File: src/logic/fpu_misc_pkg.sv
// fpu min/max and compare
// shared types
`default_nettype none

package fpu_misc_pkg;

  // --------------------
  // opcodes
  // --------------------

  // 3-bit encoding, values 5..7 unused
  typedef enum logic [2:0] {
    e_fmin = 3'd0,
    e_fmax = 3'd1,
    e_feq  = 3'd2,
    e_flt  = 3'd3,
    e_fle  = 3'd4
  } fpu_misc_op_e;

  // --------------------
  // operand class
  // --------------------

  // one decoded ieee operand
  typedef struct packed {
    // raw sign bit
    logic sign;
    // +0 or -0
    logic is_zero;
    // +inf or -inf
    logic is_inf;
    // any nan, quiet or signaling
    logic is_nan;
    // nan with top fraction bit clear
    logic is_snan;
  } fp_class_s;

  // --------------------
  // exception flags
  // --------------------

  // only nv for now
  // room for nx, uf, of, dz later
  typedef struct packed {
    logic invalid;
  } fpu_flags_s;

endpackage

`default_nettype wire

File: src/logic/fpu_classify.sv
// ieee operand classifier
`timescale 1ns/1ps
`default_nettype none

module fpu_classify #(
  parameter int exp_width_p = 8,
  // counts the hidden bit
  parameter int sig_width_p = 24,
  localparam int width_lp = exp_width_p + sig_width_p
) (
  input  logic [width_lp-1:0]     fp_i,
  output fpu_misc_pkg::fp_class_s class_o
);

  // field split
  logic                   sign;
  logic [exp_width_p-1:0] exp_field;
  logic [sig_width_p-2:0] frac_field;

  assign sign       = fp_i[width_lp-1];
  assign exp_field  = fp_i[width_lp-2 -: exp_width_p];
  assign frac_field = fp_i[sig_width_p-2:0];

  // exponent and fraction summaries
  logic exp_all_ones;
  logic exp_all_zero;
  logic frac_zero;

  assign exp_all_ones = &exp_field;
  assign exp_all_zero = ~|exp_field;
  assign frac_zero    = ~|frac_field;

  // --------------------
  // class bits
  // --------------------

  always_comb begin
    class_o.sign    = sign;
    // subnormals are not zero
    class_o.is_zero = exp_all_zero & frac_zero;
    class_o.is_inf  = exp_all_ones & frac_zero;
    class_o.is_nan  = exp_all_ones & ~frac_zero;
    // quiet bit is the msb of the fraction
    class_o.is_snan = exp_all_ones & ~frac_zero & ~frac_field[sig_width_p-2];
  end

endmodule

`default_nettype wire

File: config.mk
export PLATFORM = sky130hd
export DESIGN_NAME = fpu_classify
export DESIGN_NICKNAME = d
export VERILOG_FILES = /design/src/logic/fpu_misc_pkg.sv /design/src/logic/fpu_classify.sv
export SDC_FILE = /design/constraint.sdc
export NUM_CORES = 1
export LEC_CHECK = 0
export ABC_CLOCK_PERIOD_IN_PS = 1300
export CORE_AREA = 10 10 47 49
export DETAILED_ROUTE_END_ITERATION = 7
export DIE_AREA = 0 0 57 59
export DONT_BUFFER_PORTS = 1
export GPL_TIMING_DRIVEN = 0
export SLEW_MARGIN = 20
export SYNTH_ARGS = -nofsm -noshare
export SYNTH_HDL_FRONTEND = slang
export SYNTH_SLANG_ARGS = --single-unit
File: constraint.sdc
create_clock -name vclk -period 1.3
set_input_delay 0.065 -clock vclk [all_inputs]
set_output_delay 0.065 -clock vclk [all_outputs]
set_load 0.01 [all_outputs]
## After elaboration in Yosys (flattened, before gate mapping)

Cells that the tools add are included.

- Logic and storage cells: 10
- Flip-flop bits (word level): 0
- Output and inout port bits: 5
- Bits of input ports: 32

- Bitwise logic cells: 5
- Reductions and logical operators: 5

Operators with widths:

| kind | number |
|---|---|
| OR reduction 23 bit | 1 |
| AND reduction 8 bit | 1 |
| OR reduction 8 bit | 1 |
| AND 1 bit | 4 |
| zero test 1 bit | 2 |
| inverter 1 bit | 1 |

## Longest topological paths before layout

- Word-level depth: 3
- Mapped depth: 3
- Gate-level depth less buffers: 3

## Worst setup path before layout

No wires, ideal clock.

- Path type: input-to-output
- Start point: input fp_i[16]
- End point: output class_o[3] in the netlist's numbering
- Path slack: 0.439 ns
- Path buffers: 0
- Data required time: 1.235 ns
- Stages on the path: 3
- Arrival time: 0.796 ns
- Cells stage by stage: nor4_2 -> nand4_1 -> nor3_1

RTL lines:

| element | line | RTL |
|---|---|---|
| start, declared | fpu_classify.sv:11 | `input logic [width_lp-1:0] fp_i,` |
| end, declared | fpu_classify.sv:12 | `output fpu_misc_pkg::fp_class_s class_o` |

==> impl_metrics.yaml <==
critical_path:
  path_class: "primary input to primary output"
  crit_fanout: 2
  arrival_ns: 0.92
  startpoint: "fp_i[10]"
  critical_path_required_ns: 1.24
  worstSetupEndpointType: "primary output"
  critPathSlowestCell: "nor3_1"
  crit_path_max_incr_delay_ns: 0.40
  startpoint_type: "primary input"
  crit_chain: "nor4_2 -> nand4_1 -> nor3_1"
placement:
  place_area_um2: 165.2
  post-place-cells: 37
  pre_cts_slack_ns: 0.2699
  io_buffers: 0
  place_congestion: 0.6243
floorplan:
  die_x_um: 57
  start_util_pct: 10.36
  rows: 14
  die_h_um: 59
  io_pins: 37
  core_area_um2: 1401
  dieArea_um2: 3363
sta:
  finalCritPeriodShare_pct: 76.12
  worst_pin_slew_ns: 0.4261
  hold_ws_ns: 0.1852
  rsz0062_at_grt: "false"
  fmax_mhz: 1011
  finalMaxSlewViolations: 0
  relSlewSlack_pct: 71.38
  layout_setup_ws_ns: 0.3105
  layout_min_cycle_time_ns: 0.9895
  tns_ns: 0
  hold_violations: 0
  finalSetupViolations: 0
cells_and_area:
  drive_gt1_share_pct: 19.05
  fin_area_um2: 165.2
  fin_nets: 55
  final_core_util_pct: 11.79
  fin_cells: 37
  seq_cell_count: 0
  final-seq-area_um2: 0
  insertedDiodeCount: 0
  syn_to_final_growth_pct: 13.79
  nClkBuffers: 0
routing:
  wl_met1_um: 322
  dr.pass1.iters: 2
  top_layer_used: "met3"
  drc: 0
  wl_um: 848
  viasPerCell: 5.432
  wl_met2_um: 373
  dr_total_vias: 201
  ant_nets: 0
  wl_met3_um: 152
  drt-wirelength-per-cell_um: 22.92
  drt_iter0_drc: 1
job:
  drv_cap: 0
logic_synthesis:
  netlist.area_leader.share_pct: 25.86
  synth_warnings: 0
  ys_seq_area_share_pct: 0
  netlist_area_um2: 145.1
  synth_top_family_by_area: "simple AND/OR/NAND/NOR gates"
  ys_types: 11
  synthXorXnorAreaFrac_pct: 0
  synth_fa_ha_area_share_pct: 0
  synthCells: 21
  synth_area_leaders: "nor4_2 (26%), nor4_1 (17%), nand4_1 (13%)"
  yosys-mux-area-fraction_pct: 0
  synth_nets: 53
  synth_largest_area_cell: "nor4_2"
  synthSimpleGateAreaFrac_pct: 86.21
  synth.avg_cell_area_um2: 6.911
  synth-compound-area-share_pct: 8.621
min_path:
  hold_start: "fp_i[22]"
  hold_path.class: "primary input to primary output"
power:
  vdd_ir_drop_max_mv: 0.01761
  p_int_mw: 0.007409
  clkPwrFrac_pct: 0
  power.total_mw: 0.01206
  leakage_nw: 0.02287
  switchingPower_mw: 0.004649
  p_sw_share_pct: 38.55
  sequentialPowerShare_pct: 0
  power.share.combinational_pct: 100.0
  powerDensity_nw_per_um2: 73.00
global_routing:
  track_usage_pct: 4.185
  grt_max_degree: 4
  gr-total-overflow: 0
  antenna_found_initial: 0
  grt_pass1_vias: 227
  grt_pass1_wl_um: 1193
cts:
  ctsHoldBuffers: 0
  cts_resized: 0
  cts_setup_buffers: 0
run_status:
  status: "finished clean"
-- path summary, 6_finish.rpt --
path              slack (ns)  depth (start not counted)         end
hold / removal          0.19                          1  class_o[0]
setup / recovery        0.31                          3  class_o[3]
-- worst max-delay path: cells and delay by family --
kind             cells  cell delay [ns]
AND/OR/NAND/NOR      3             0.86
-- cells by family (layout without fill, tap and decap cells) --
group,count (synthesis),count (layout)
and+or+nand+nor,18,18
AOI/OAI and AO/OA,2,2
buffers and inverters,1,1
-- area by class of cell --
cell class	instances	area (µm²)
plain buffers	1	7.507
fillers	174	1236
multi-input cells	20	137.6
well taps	16	20.02
-- cells in the final DEF, fill, tap and decap left out --
| master | synthesis | layout |
|---|---|---|
| nand4_1 | 3 | 3 |
| nand2_1 | 2 | 2 |
| nor4_2 | 3 | 3 |
| nor4_1 | 4 | 4 |
| and4_1 | 1 | 1 |
| buf_4 | 1 | 1 |
| a211oi_1 | 1 | 1 |
| and2_1 | 1 | 1 |
| nor3_1 | 3 | 3 |
| a21oi_1 | 1 | 1 |
| or2_1 | 1 | 1 |
-- routing by layer --
layer	GRT usage [%]	vias to the layer above
met3	2.361	0
met4	0	0
met2	6.667	23
met5	0	-
li1	-	91
met1	5.083	87
-- synth_stat cells --
master / instances
nor4_1: 4
nand4_1: 3
nor3_1: 3
or2_1: 1
and4_1: 1
a211oi_1: 1
nor4_2: 3
buf_4: 1
nand2_1: 2
a21oi_1: 1
and2_1: 1
-- power groups by stage --
stage                     sequential (mW)  clock (mW)  combinational [mW]
after floorplan                         0           0              0.0110
after CTS                               0           0              0.0122
after global placement                  0           0              0.0119
after detailed placement                0           0              0.0122
after global routing                    0           0              0.0133
final                                   0           0              0.0121
Note: power is estimated with default switching activity, not from simulation.
