`config.mk`:
```
export PLATFORM = sky130hd
export DESIGN_NAME = fpu_misc_out
export DESIGN_NICKNAME = d
export VERILOG_FILES = /design/src/logic/fpu_misc_pkg.sv /design/src/logic/fpu_misc_out.sv
export SDC_FILE = /design/constraint.sdc
export NUM_CORES = 1
export LEC_CHECK = 0
export BUFFER_PORTS_ARGS = -buffer_cell sky130_fd_sc_hd__buf_2
export CORE_UTILIZATION = 45
export CTS_CLUSTER_DIAMETER = 80
export CTS_CLUSTER_SIZE = 14
export DETAILED_ROUTE_END_ITERATION = 10
export GPL_TIMING_DRIVEN = 0
export PLACE_DENSITY = 0.88
export RECOVER_POWER = 100
export SLEW_MARGIN = 20
export SYNTH_ARGS = -nofsm -noshare
export SYNTH_HDL_FRONTEND = slang
export SYNTH_SLANG_ARGS = --single-unit
```
`constraint.sdc`:
```
create_clock -name clk_i -period 1.4 [get_ports clk_i]
set_clock_uncertainty 0.1 [all_clocks]
set_input_delay 0.14 -clock clk_i [delete_from_list [all_inputs] [get_ports clk_i]]
set_output_delay 0.14 -clock clk_i [all_outputs]
set_load 0.05 [all_outputs]
```
`src/logic/fpu_misc_pkg.sv`:
```
// fpu min/max and compare
// shared types
`default_nettype none

package fpu_misc_pkg;

  // --------------------
  // opcodes
  // --------------------

  // 3-bit encoding, values 5..7 unused
  typedef enum logic [2:0] {
    e_fmin = 3'd0,
    e_fmax = 3'd1,
    e_feq  = 3'd2,
    e_flt  = 3'd3,
    e_fle  = 3'd4
  } fpu_misc_op_e;

  // --------------------
  // operand class
  // --------------------

  // one decoded ieee operand
  typedef struct packed {
    // raw sign bit
    logic sign;
    // +0 or -0
    logic is_zero;
    // +inf or -inf
    logic is_inf;
    // any nan, quiet or signaling
    logic is_nan;
    // nan with top fraction bit clear
    logic is_snan;
  } fp_class_s;

  // --------------------
  // exception flags
  // --------------------

  // only nv for now
  // room for nx, uf, of, dz later
  typedef struct packed {
    logic invalid;
  } fpu_flags_s;

endpackage

`default_nettype wire

```
`src/logic/fpu_misc_out.sv`:
```
// result select and output register
`timescale 1ns/1ps
`default_nettype none

module fpu_misc_out #(
  parameter int exp_width_p = 8,
  parameter int sig_width_p = 24,
  localparam int width_lp = exp_width_p + sig_width_p
) (
  input  logic                       clk_i,
  input  logic                       arst_n_i,
  input  logic                       v_i,
  input  fpu_misc_pkg::fpu_misc_op_e op_i,
  input  logic [width_lp-1:0]        minmax_i,
  input  fpu_misc_pkg::fpu_flags_s   minmax_flags_i,
  input  logic                       cmp_i,
  input  fpu_misc_pkg::fpu_flags_s   cmp_flags_i,
  output logic                       v_o,
  output logic [width_lp-1:0]        result_o,
  output fpu_misc_pkg::fpu_flags_s   flags_o
);

  // --------------------
  // opcode select
  // --------------------

  logic [width_lp-1:0]      result_n;
  fpu_misc_pkg::fpu_flags_s flags_n;

  always_comb begin
    case (op_i)
      fpu_misc_pkg::e_fmin,
      fpu_misc_pkg::e_fmax: begin
        result_n = minmax_i;
        flags_n  = minmax_flags_i;
      end
      default: begin
        // compare bit lands in the lsb
        result_n = {{(width_lp-1){1'b0}}, cmp_i};
        flags_n  = cmp_flags_i;
      end
    endcase
  end

  // --------------------
  // registers
  // --------------------

  // valid pulse, one cycle per v_i
  always_ff @(posedge clk_i or negedge arst_n_i) begin
    if (!arst_n_i) begin
      v_o <= 1'b0;
    end else begin
      v_o <= v_i;
    end
  end

  // payload holds while idle
  always_ff @(posedge clk_i or negedge arst_n_i) begin
    if (!arst_n_i) begin
      result_o <= '0;
      flags_o  <= '0;
    end else if (v_i) begin
      result_o <= result_n;
      flags_o  <= flags_n;
    end
  end

  // payload only moves together with a valid pulse
  assert property (@(posedge clk_i) disable iff (!arst_n_i)
    !v_o |-> ($stable(result_o) && $stable(flags_o)))
    else $error("result_o or flags_o changed without v_o");

endmodule

`default_nettype wire

```
; ---- Word-level counts from Yosys, hierarchy flattened
; Cells that the tools add are included.
[classes]
muxes = 2
eq_ne = 1
reduce_logical = 2
[op_table]
columns = op, n
row1 = 32-bit two-way mux, 1
row2 = 3-bit by 1-bit == test with 1-bit output (second input constant), 1
row3 = 3-bit zero test, 1
row4 = 2-bit OR reduction, 1
row5 = 1-bit two-way mux, 1
[word_totals]
input_bits = 41
output_inout_bits = 34
elab_cells = 8
register_bits = 34

; ---- Depth between registers and ports, before layout
[logic_depth]
ltp_word = 3
depth_mapped = 4
depth_no_buf = 2

; ---- Worst setup path before layout
; No wires, ideal clock.
[synth_path]
path_type = register -> register
startpoint = reg result_o[25] (netlist name)
endpoint = reg result_o[25]
slack_ps = 362
synth_period_minus_slack_ps = 1038
n_path_buf = 0
setup_ps = 80
arrival_ps = 858
path_stages_with_launch = 3
required_time_ps = 1220
cell_sequence = dfrtp_1 inv_1 o22ai_2
[synth_rtl]
columns = item, line_no
row1 = to (signal assigned), fpu_misc_out.sv:64  ; result_o <= result_n;
row2 = to (decl), fpu_misc_out.sv:19  ; output logic [width_lp-1:0] result_o,

; ---- Worst setup path in the final report
[layout_path]
startpoint = in v_i
endpoint = reg result_o[16]
[layout_rtl]
columns = item, line_no
row1 = from (decl), fpu_misc_out.sv:12  ; input logic v_i,
; No word-level cell between the ends.

==> results.ini <==
[synth]
synthDominantCellAreaShare_pct=53.2
syn_inst=147
synth.avg_cell_area_um2=10.9
ys_types=14
netlist_area_mm2=0.00160
yosys_warnings=0
ys_ff_latch=34
synth_top_area_cell=dfrtp_1
ys_seq_area_share_pct=53.2
syn-num-nets=188
yosys-top-cells-area=dfrtp_1 53%, o22ai_2 23%, inv_1 7.3%, nand2_1 7.3%, buf_6 2.8%

[die]
initial_core_util_pct=47.5
io_pins=75
die_w_um=61.6
die_area_mm2=0.00380
rows=21
core-area_mm2=0.00336
die_h_um=61.6

[grt]
grt_pass1_wl_um=5840
grt_pass1_vias=1425
grtUsageMet1_pct=22.0
met2_usage_pct=41.8
grtUsageMet3_pct=6.51
grt-ovfl-total=0
grt.busiest_layer=met2
antenna_found_initial=0
grt_util_all_layers_pct=21.9
grt_max_degree=35

[finish]
final_nets=303
fillers=278
insertedDiodeCount=0
synthToLayoutAreaGrowth_pct=47.0
drive_above_1_share_pct=40.5

[placed_design]
place_ws_ps=244
dp_hpwl_um=2300
gp_congestion=0.650
portBuffers=73

[pwr]
finalPower_mw=2.17
p_leak_nw=1.18
power_density_mw_per_mm2=924
ir_drop_v=0.000497

[sta]
min_period_over_period_pct=93.7
setup_ws_ps=88.0
worst_pin_slew_ps=829
max_freq_ghz=0.762
relSlewSlack_pct=44.7
setup_violations=0
tns_ps=0
slew_viol_final=0
holdWs_ps=19.1
hold_viol_final=0
finalCriticalPeriod_ps=1310
rsz0062_at_grt=no

[clock_network]
cts_buffers=5
cts_buffer_depth=2
path_clk_slew_ps=100
htree_levels=2
clkLatencyLatePin_ps=320
cts_tree=yes
cts.sinks=34
cts_root_buffer=clkbuf_4

[critical_path]
crit_path_end_kind=flop
worstPathRequired_ps=1510
cp_data_arrival_time_ps=1420
crit_start=v_i
worstReg2RegStart=result_o[27]
critical_path_class=in2reg
crit_fanout=10
cp-start-kind=input pin

[detailed_routing]
drc=0
drt-initial-drc-count=56
ant_nets=0
drt_pass1_iterations=4
finalWirelength_um=3960
via_per_inst=4.69
wl_per_cell_um=12.9
vias=1444

[run_status]
status=complete, no violations

[min_path]
hp-start=op_i[2]
hold_class=in2reg

[run]
maxCapViolations=0

[layer usage]
layer	wire length (um)	up-vias
met3	171	6
met1	1640	685
met2	2100	50
met4	50	0
li1	-	703
met5	0	-
[registers in the layout (all words and copies together), names as in the netlist]
signal	count
flags_o	1
result_o	32
v_o	1
[worst max-delay path, cell delays in order]
cell,delay [ps]
dlygate4sd3_1,520
buf_2,130
buf_2,210
buf_2,280
o22ai_1,130
[cell families (layout without fill, tap and decap cells)]
family | after synthesis | in the layout | share of synthesized area, %
and+or+nand+nor | 36 | 36 | 9.23
buffers and inverters | 42 | 157 | 12.3
AOI/OAI and AO/OA | 35 | 35 | 25.3
DFF | 34 | 34 | 53.2
[Yosys cell counts]
cell type and instances:
nand2_1 31, o22ai_1 1, o22ai_2 30, nor2_1 2, o21ai_0 2, or2_1 1
buf_2 4, inv_1 31, or3b_1 2, dfrtp_1 34, clkbuf_1 2, buf_4 1
a31oi_1 2, buf_6 4
[cell type report]
class                           instances  area [um^2]  area share (%)
Buffer                                 11         82.6            3.51
Inverter                               31          116            4.95
Sequential cell                        34          851            36.2
Tap cell                               46         57.6            2.45
Timing Repair Buffer                  108          716            30.4
Clock buffer                            7         45.0            1.92
Multi-Input combinational cell         71          483            20.5
[where the power goes]
group	total, mW	internal (mW)	switching [mW]
registers	1.07	1.04	0.0327
clock network	0.485	0.189	0.296
logic	0.615	0.220	0.394
total	2.17	1.45	0.723
[worst paths after layout]
check,end,slack [ps],cells past startpoint
hold / removal,result_o[0],20,3
setup reg to reg,result_o[27],630,2
setup / recovery,result_o[16],90,5
min in group asynchronous,result_o[2],340,2
max in group asynchronous,result_o[7],330,2
hold reg to reg,result_o[1],440,2
[metrics by stage]
step           cells  instance area (um^2)  utilization, %
3_3_place_gp     266                  2020            60.1
4_1_cts          308                  2420            71.9
6_report         308                  2350            69.9
5_1_grt          308                  2350            69.9
3_5_place_dp     266                  2020            60.1
2_1_floorplan    147                  1600               -
[cells in the final DEF (no fill, tap or decap), drive strengths merged]
master        n
a31oi         2
o21ai         2
or3b          2
dlygate4sd3  35
nand2        31
clkbuf       45
inv          31
nor2          2
buf          46
o22ai        31
dfrtp        34
or2           1
[timing repair]
action	CTS	global route
hold buffers	35	0
endpoints found under the setup margin	0	2
endpoints found under the hold margin	68	0
setup buffers	0	0
gates resized for setup	0	1
(Power assumes the default switching activity.)
