### config.mk
export PLATFORM = sky130hd
export DESIGN_NAME = fpu_fcmp
export DESIGN_NICKNAME = d
export VERILOG_FILES = /design/src/logic/fpu_misc_pkg.sv /design/src/logic/fpu_fcmp.sv /design/src/logic/fpu_ordered_cmp.sv
export SDC_FILE = /design/constraint.sdc
export NUM_CORES = 1
export LEC_CHECK = 0
export ABC_AREA = 1
export BUFFER_PORTS_ARGS = -buffer_cell sky130_fd_sc_hd__buf_2
export CORE_UTILIZATION = 36
export DETAILED_ROUTE_END_ITERATION = 7
export PLACE_DENSITY_LB_ADDON = 0.25
export SETUP_SLACK_MARGIN = 0.5
export SLEW_MARGIN = 20
export SYNTH_ARGS = -nofsm -noshare
export SYNTH_HDL_FRONTEND = slang
export SYNTH_SLANG_ARGS = --single-unit
### constraint.sdc
create_clock -name vclk -period 1.6
set_input_delay 0.24 -clock vclk [all_inputs]
set_output_delay 0.24 -clock vclk [all_outputs]
set_load 0.03 [all_outputs]
### src/logic/fpu_misc_pkg.sv
// fpu min/max and compare
// shared types
`default_nettype none

package fpu_misc_pkg;

  // --------------------
  // opcodes
  // --------------------

  // 3-bit encoding, values 5..7 unused
  typedef enum logic [2:0] {
    e_fmin = 3'd0,
    e_fmax = 3'd1,
    e_feq  = 3'd2,
    e_flt  = 3'd3,
    e_fle  = 3'd4
  } fpu_misc_op_e;

  // --------------------
  // operand class
  // --------------------

  // one decoded ieee operand
  typedef struct packed {
    // raw sign bit
    logic sign;
    // +0 or -0
    logic is_zero;
    // +inf or -inf
    logic is_inf;
    // any nan, quiet or signaling
    logic is_nan;
    // nan with top fraction bit clear
    logic is_snan;
  } fp_class_s;

  // --------------------
  // exception flags
  // --------------------

  // only nv for now
  // room for nx, uf, of, dz later
  typedef struct packed {
    logic invalid;
  } fpu_flags_s;

endpackage

`default_nettype wire

### src/logic/fpu_fcmp.sv
// feq / flt / fle comparator
`timescale 1ns/1ps
`default_nettype none

module fpu_fcmp #(
  parameter int exp_width_p = 8,
  parameter int sig_width_p = 24,
  localparam int width_lp = exp_width_p + sig_width_p
) (
  input  logic [width_lp-1:0]        fp_rs1_i,
  input  logic [width_lp-1:0]        fp_rs2_i,
  input  fpu_misc_pkg::fp_class_s    rs1_class_i,
  input  fpu_misc_pkg::fp_class_s    rs2_class_i,
  input  fpu_misc_pkg::fpu_misc_op_e op_i,
  output logic                       cmp_o,
  output fpu_misc_pkg::fpu_flags_s   flags_o
);

  logic cmp_lt;
  logic cmp_eq;

  fpu_ordered_cmp #(
    .exp_width_p(exp_width_p),
    .sig_width_p(sig_width_p)
  ) ordered_cmp_inst (
    .a_i       (fp_rs1_i),
    .b_i       (fp_rs2_i),
    .a_class_i (rs1_class_i),
    .b_class_i (rs2_class_i),
    .lt_o      (cmp_lt),
    .eq_o      (cmp_eq)
  );

  // nan summaries
  logic any_nan;
  logic any_snan;
  logic signaling;
  logic cmp_raw;

  assign any_nan   = rs1_class_i.is_nan | rs2_class_i.is_nan;
  assign any_snan  = rs1_class_i.is_snan | rs2_class_i.is_snan;
  // flt and fle trap on quiet nans too
  assign signaling = (op_i == fpu_misc_pkg::e_flt) | (op_i == fpu_misc_pkg::e_fle);

  // --------------------
  // ordered result
  // --------------------

  always_comb begin
    case (op_i)
      fpu_misc_pkg::e_feq: cmp_raw = cmp_eq;
      fpu_misc_pkg::e_flt: cmp_raw = cmp_lt;
      fpu_misc_pkg::e_fle: cmp_raw = cmp_lt | cmp_eq;
      default:             cmp_raw = 1'b0;
    endcase
  end

  // unordered always compares false
  assign cmp_o = cmp_raw & ~any_nan;

  always_comb begin
    flags_o         = '0;
    flags_o.invalid = signaling ? any_nan : any_snan;
  end

  // nan seen directly on the operand words
  logic rs1_nan_bits;
  logic rs2_nan_bits;

  assign rs1_nan_bits = (&fp_rs1_i[width_lp-2 -: exp_width_p])
                        & (|fp_rs1_i[sig_width_p-2:0]);
  assign rs2_nan_bits = (&fp_rs2_i[width_lp-2 -: exp_width_p])
                        & (|fp_rs2_i[sig_width_p-2:0]);

  always_comb begin
    if (rs1_nan_bits | rs2_nan_bits) begin
      assert final (!cmp_o) else $error("compare true with a nan operand");
    end
  end

endmodule

`default_nettype wire

### src/logic/fpu_ordered_cmp.sv
// ordered compare for non-nan operands
`timescale 1ns/1ps
`default_nettype none

module fpu_ordered_cmp #(
  parameter int exp_width_p = 8,
  parameter int sig_width_p = 24,
  localparam int width_lp = exp_width_p + sig_width_p
) (
  input  logic [width_lp-1:0]     a_i,
  input  logic [width_lp-1:0]     b_i,
  input  fpu_misc_pkg::fp_class_s a_class_i,
  input  fpu_misc_pkg::fp_class_s b_class_i,
  output logic                    lt_o,
  output logic                    eq_o
);

  // magnitude without sign, ieee order matches integer order
  logic [width_lp-2:0] a_mag;
  logic [width_lp-2:0] b_mag;
  logic                both_zero;

  assign a_mag     = a_i[width_lp-2:0];
  assign b_mag     = b_i[width_lp-2:0];
  assign both_zero = a_class_i.is_zero & b_class_i.is_zero;

  // +0 == -0 here, callers sort out the sign
  assign eq_o = (a_i == b_i) | both_zero;

  // --------------------
  // less-than
  // --------------------

  always_comb begin
    if (both_zero) begin
      lt_o = 1'b0;
    end else if (a_class_i.sign != b_class_i.sign) begin
      // negative side is smaller
      lt_o = a_class_i.sign;
    end else if (a_class_i.sign) begin
      // both negative, order flips
      lt_o = a_mag > b_mag;
    end else begin
      lt_o = a_mag < b_mag;
    end
  end

endmodule

`default_nettype wire

### After elaboration in Yosys (flattened, before gate mapping)

Cells that the tools add are included.
Widths: inputs -> output; s select.

| storage, ports and cells | value |
|---|---|
| bits in registers | 0 |
| bits in latches | 0 |
| memory bits (writable) | 0 |
| ROM bits | 0 |
| bits of input ports | 77 |
| output and inout port bits | 2 |
| memories | 0 |

| operators by class | value |
|---|---|
| $add $sub $neg | 0 |
| $mul | 0 |
| div/mod/pow operators | 0 |
| $lt $le $gt $ge | 2 |
| eq/ne operators | 5 |
| shift operators | 0 |
| multiplexer cells | 5 |
| bitwise operators | 8 |
| reductions and logical operators | 0 |

Operators with widths:

| operator | number |
|---|---|
| $eq 32x32->1 | 1 |
| $gt 31x31->1 | 1 |
| $lt 31x31->1 | 1 |
| $eq 3x2->1 const B | 2 |
| $or 1x1->1 | 5 |
| $mux 1 | 4 |
| $eq 3x3->1 const B | 1 |
| $pmux 1 s3 | 1 |
| $and 1x1->1 | 2 |
| $ne 1x1->1 | 1 |
| $not 1->1 | 1 |

### Depth between registers and ports, before layout

| logic depth | value |
|---|---|
| depth in word-level cells | 7 |
| depth in mapped cells | 15 |

### Modules after synthesis

A second synthesis with hierarchy kept.

| unflattened totals | value |
|---|---|
| cell total of the unflattened synthesis | 185 |
| area, all modules | 1034.7 sq um |

Modules (own cells, without submodules):

| module | times used | cells each | area an instance (sq um) |
|---|---|---|---|
| fpu_ordered_cmp | 1 | 166 | 957.2 |
| fpu_fcmp | 1 | 19 | 77.6 |

### Least setup slack after synthesis

OpenSTA, ideal clock, no wires.

| path | value |
|---|---|
| kind | in2out |
| from | input fp_rs2_i[30] |
| to | output cmp_o |
| arrival time | 1.446 ns |
| required time | 1.360 ns |
| setup slack | -0.086 ns |
| cell stages on the path | 10 |
| buffers on the path | 0 |
| cells stage by stage | inv_1 ha_1 a21o_1 nor2_1 nand3_1 nor2_1 nand2_2 a21oi_1 nand2_1 nand2_1 |

| on the way | value |
|---|---|
| word-level cells in the longest chain between the ends | 7 |
| elaborated cells between the ends (all ways) | 10 |
| classes of those cells | order compare (2); eq/ne (1); mux (4); bitwise (3) |

RTL lines:

| item | RTL line | RTL |
|---|---|---|
| start: declaration | fpu_fcmp.sv:11 | `input logic [width_lp-1:0] fp_rs2_i,` |
| $lt 31x31->1 or $gt 31x31->1 (tied branches) | fpu_ordered_cmp.sv:44, fpu_ordered_cmp.sv:42 |  |
| $mux 1 | fpu_ordered_cmp.sv:40 | `end else if (a_class_i.sign) begin` |
| $mux 1 | fpu_ordered_cmp.sv:37 | `end else if (a_class_i.sign != b_class_i.sign) begin` |
| $mux 1 | fpu_ordered_cmp.sv:35 | `if (both_zero) begin` |
| $or 1x1->1 | fpu_fcmp.sv:53 | `fpu_misc_pkg::e_fle: cmp_raw = cmp_lt \| cmp_eq;` |
| $pmux 1 s3 (*) | fpu_fcmp.sv:50 | `case (op_i)` |
| $and 1x1->1 (*) | fpu_fcmp.sv:59 | `assign cmp_o = cmp_raw & ~any_nan;` |
| end: declaration | fpu_fcmp.sv:15 | `output logic cmp_o,` |

Every way passes the cells marked *; elsewhere a longest branch is shown, timed or not.

### Worst setup path in the final report

| path | value |
|---|---|
| from | input fp_rs1_i[5] |
| to | output cmp_o |

| on the way | value |
|---|---|
| word-level cells in the longest chain between the ends | 7 |
| elaborated cells between the ends (all ways) | 10 |
| classes of those cells | order compare (2); eq/ne (1); mux (4); bitwise (3) |

RTL lines:

| item | RTL line | RTL |
|---|---|---|
| start: declaration | fpu_fcmp.sv:10 | `input logic [width_lp-1:0] fp_rs1_i,` |
| $lt 31x31->1 or $gt 31x31->1 (tied branches) | fpu_ordered_cmp.sv:44, fpu_ordered_cmp.sv:42 |  |
| $mux 1 | fpu_ordered_cmp.sv:40 |  |
| $mux 1 | fpu_ordered_cmp.sv:37 |  |
| $mux 1 | fpu_ordered_cmp.sv:35 |  |
| $or 1x1->1 | fpu_fcmp.sv:53 |  |
| $pmux 1 s3 (*) | fpu_fcmp.sv:50 |  |
| $and 1x1->1 (*) | fpu_fcmp.sv:59 |  |

Marked as above.

==> impl_metrics.py <==
metrics = {
    "synth": {
        "synth-warning-count": 0,
        "synth_fp_nets": 283,
        "synth.lib_cells_used.distinct": 16,
        "synth_sequential_area_ratio_pct": 0,
        "synth.cell_area_um2": 995,
        "synth_top_cells_by_area": "ha_1 39%, inv_1 18%, nand2_1 18%",
        "post_synth.cell_area_avg_um2": 5.68,
        "synth_top_area_share_pct": 39.0,
        "synthCells": 175,
        "synth.largest_area_cell": "ha_1",
    },
    "power_and_ir_drop": {
        "vdd_ir_drop_max_v": 0.000154,
        "power_per_unit_of_standard_cell_area_nw_per_um2": 238,
        "internal_power_uw": 225,
        "comb_power_share_pct": 100.0,
        "seq_power_share_pct": 0,
        "total_leakage_power_nw": 1.05,
        "power.switching_uw": 202,
        "pwr-share-clk_pct": 0,
        "switching_fraction_pct": 47.2,
    },
    "timing": {
        "fin_hold_ws_ns": 0.849,
        "setup-violations-final": 1,
        "fin_tns_setup_ns": -0.222,
        "worst_slack_ns": -0.222,
        "layout_min_cycle_time_ns": 1.82,
        "tightestPinTransition_ns": 0.209,
        "finalMaxSlewViolations": 0,
        "timing.slew.headroom_pct": 86.0,
        "hold_violations": 0,
        "achievable-frequency_mhz": 549,
        "period_share_pct": 114,
        "unrepaired_setup_endpoints_after_global_routing": "true",
    },
    "die": {
        "fp.coreArea_um2": 2540,
        "floorplan_die_area_um2": 2980,
        "ios": 79,
        "start_util_pct": 39.1,
        "die_h_um": 54.6,
        "fp-row-count": 18,
        "die_width_um": 54.6,
    },
    "routing": {
        "route.antenna.remaining_nets": 0,
        "drt_iter0_drc": 6,
        "wire_per_inst_um": 9.15,
        "post-route-drc-count": 0,
        "detailroute.via_count": 1298,
        "avgViaCountPerCell": 4.52,
        "drt_wl_total_um": 2630,
        "drt_pass1_iterations": 4,
    },
    "placement": {
        "detailedPlacementHpwl_um": 2140,
        "input_output_buffers": 77,
        "gp_congestion": 0.701,
        "placement_cell_area_um2": 1630,
    },
    "layout": {
        "seq_area_um2": 0,
        "areaGrowthSynthToFinish_pct": 80.4,
        "num-clock-buffers": 0,
        "number_of_sequential_cells": 0,
        "antenna-diode-count": 0,
        "layout.cell_area.non_filler_um2": 1790,
        "post_route_cells_drive_above_1_share_pct": 49.0,
        "layout.nets": 367,
    },
    "run": {
        "max_cap_viol_count": 0,
    },
    "worst_hold_path": {
        "hold_critical_path_depth": 5,
        "path_type_of_the_worst_min_delay_path": "in2out",
    },
    "worst_setup_path": {
        "crit_path_max_fo": 2,
        "worst_setup_path_end_kind": "output pin",
        "worst-endpoint-arrival_ns": 1.58,
        "setup.worst_path.start_class": "primary input",
        "path_class": "in2out",
        "cp_data_required_time_ns": 1.36,
    },
    "outcome": {
        "status": "finished, violations left",
        "failed_checks": "negative setup slack",
    },
    "grt": {
        "grt_pass1_wl_um": 4010,
        "track_usage_pct": 17.4,
        "grt_remaining_overflow": 0,
        "antenna_found_initial": 0,
        "maximum_number_of_pins_on_one_net_before_global_route_repair": 4,
        "via_count_of_the_first_global_routing_pass": 1133,
    },
}
per-layer routing:
| metal | share of wire, % | wire [um] | GRT usage [%] | vias to the layer above |
|---|---|---|---|---|
| li1 | - | - | - | 706 |
| met1 | 39 | 1030 | 18.5 | 550 |
| met2 | 54 | 1420 | 37.6 | 40 |
| met3 | 6.0 | 158 | 1.39 | 2 |
| met4 | 0.65 | 17 | 0 | 0 |
| met5 | 0 | 0 | 0 | - |
area by class of cell:
type	count	area (um2)
inverter	49	199
multi-input combinational	126	1070
fill	233	751
timing repair buffer	82	489
tap	30	37.5
Yosys cell counts (all sizes together):
master and number:
nand3 6, a21o 1, ha 31, inv 49, nand2 49, o21a 1, o21ai 1, nand4 3
or2 1, nor2 17, nor3 1, a21oi 14, xor2 1
what timing repair did:
item,4_1_cts,5_1_grt
hold buffers,0,0
pin swaps,12,4
gates resized for setup,21,17
endpoints found under the setup margin,2,2
buffers inserted,1,0
worst max-delay path, stage by stage:
cell     delay, ns
buf_2         0.10
ha_1          0.30
nand2_2       0.07
inv_1         0.06
a21oi_2       0.12
nand2_1       0.06
nand2_1       0.05
nand2_1       0.05
nand2_1       0.08
nand2_2       0.06
a21oi_2       0.14
nand2_2       0.08
nand2_4       0.05
buf_6         0.12
stage by stage:
stage          cells  total power [mW]  utilization [%]  worst slack (ns)
2_1_floorplan    175             0.220                -            0.0167
3_3_place_gp     286             0.365             64.0            -0.335
3_5_place_dp     286             0.373             64.0            -0.344
4_1_cts          287             0.400             67.5            -0.233
5_1_grt          287             0.489             70.5            -0.320
6_report         287             0.427             70.5            -0.222
power by group through the flow:
stage               sequential, mW  combinational (mW)  clock (mW)
floorplan                        0               0.220           0
global placement                 0               0.365           0
detailed placement               0               0.373           0
CTS                              0               0.400           0
global route                     0               0.489           0
finish                           0               0.427           0
cells in the final DEF, fill, tap and decap left out:
cell type	count
buf_2	67
nand2_1	43
inv_1	39
ha_1	17
ha_4	14
nor2_1	12
a21oi_1	9
buf_6	7
buf_4	6
inv_2	5
nand3_1	5
inv_4	4
a21oi_2	4
nand2_2	4
nor2_2	3
nor2_4	2
nand2_4	2
nand4_1	2
buf_8	2
inv_6	1
nor3_4	1
or2_4	1
a21oi_4	1
nand3_2	1
nand4_2	1
o21a_1	1
a21o_1	1
xor2_1	1
o21ai_1	1
worst paths after layout:
path,start,endpoint
worst max-delay path,fp_rs1_i[5],cmp_o
worst min-delay path,rs2_class_i[4],cmp_o
cells by family (layout without fill, tap and decap cells):
group,after synthesis,after routing,share of synthesized area (%)
compound gates,17,17,9.06
xor+xnor,1,1,0.881
fa+ha+maj,31,31,39.0
buf+inv,49,131,18.5
simple gates,77,77,32.6
(Power assumes the default switching activity.)
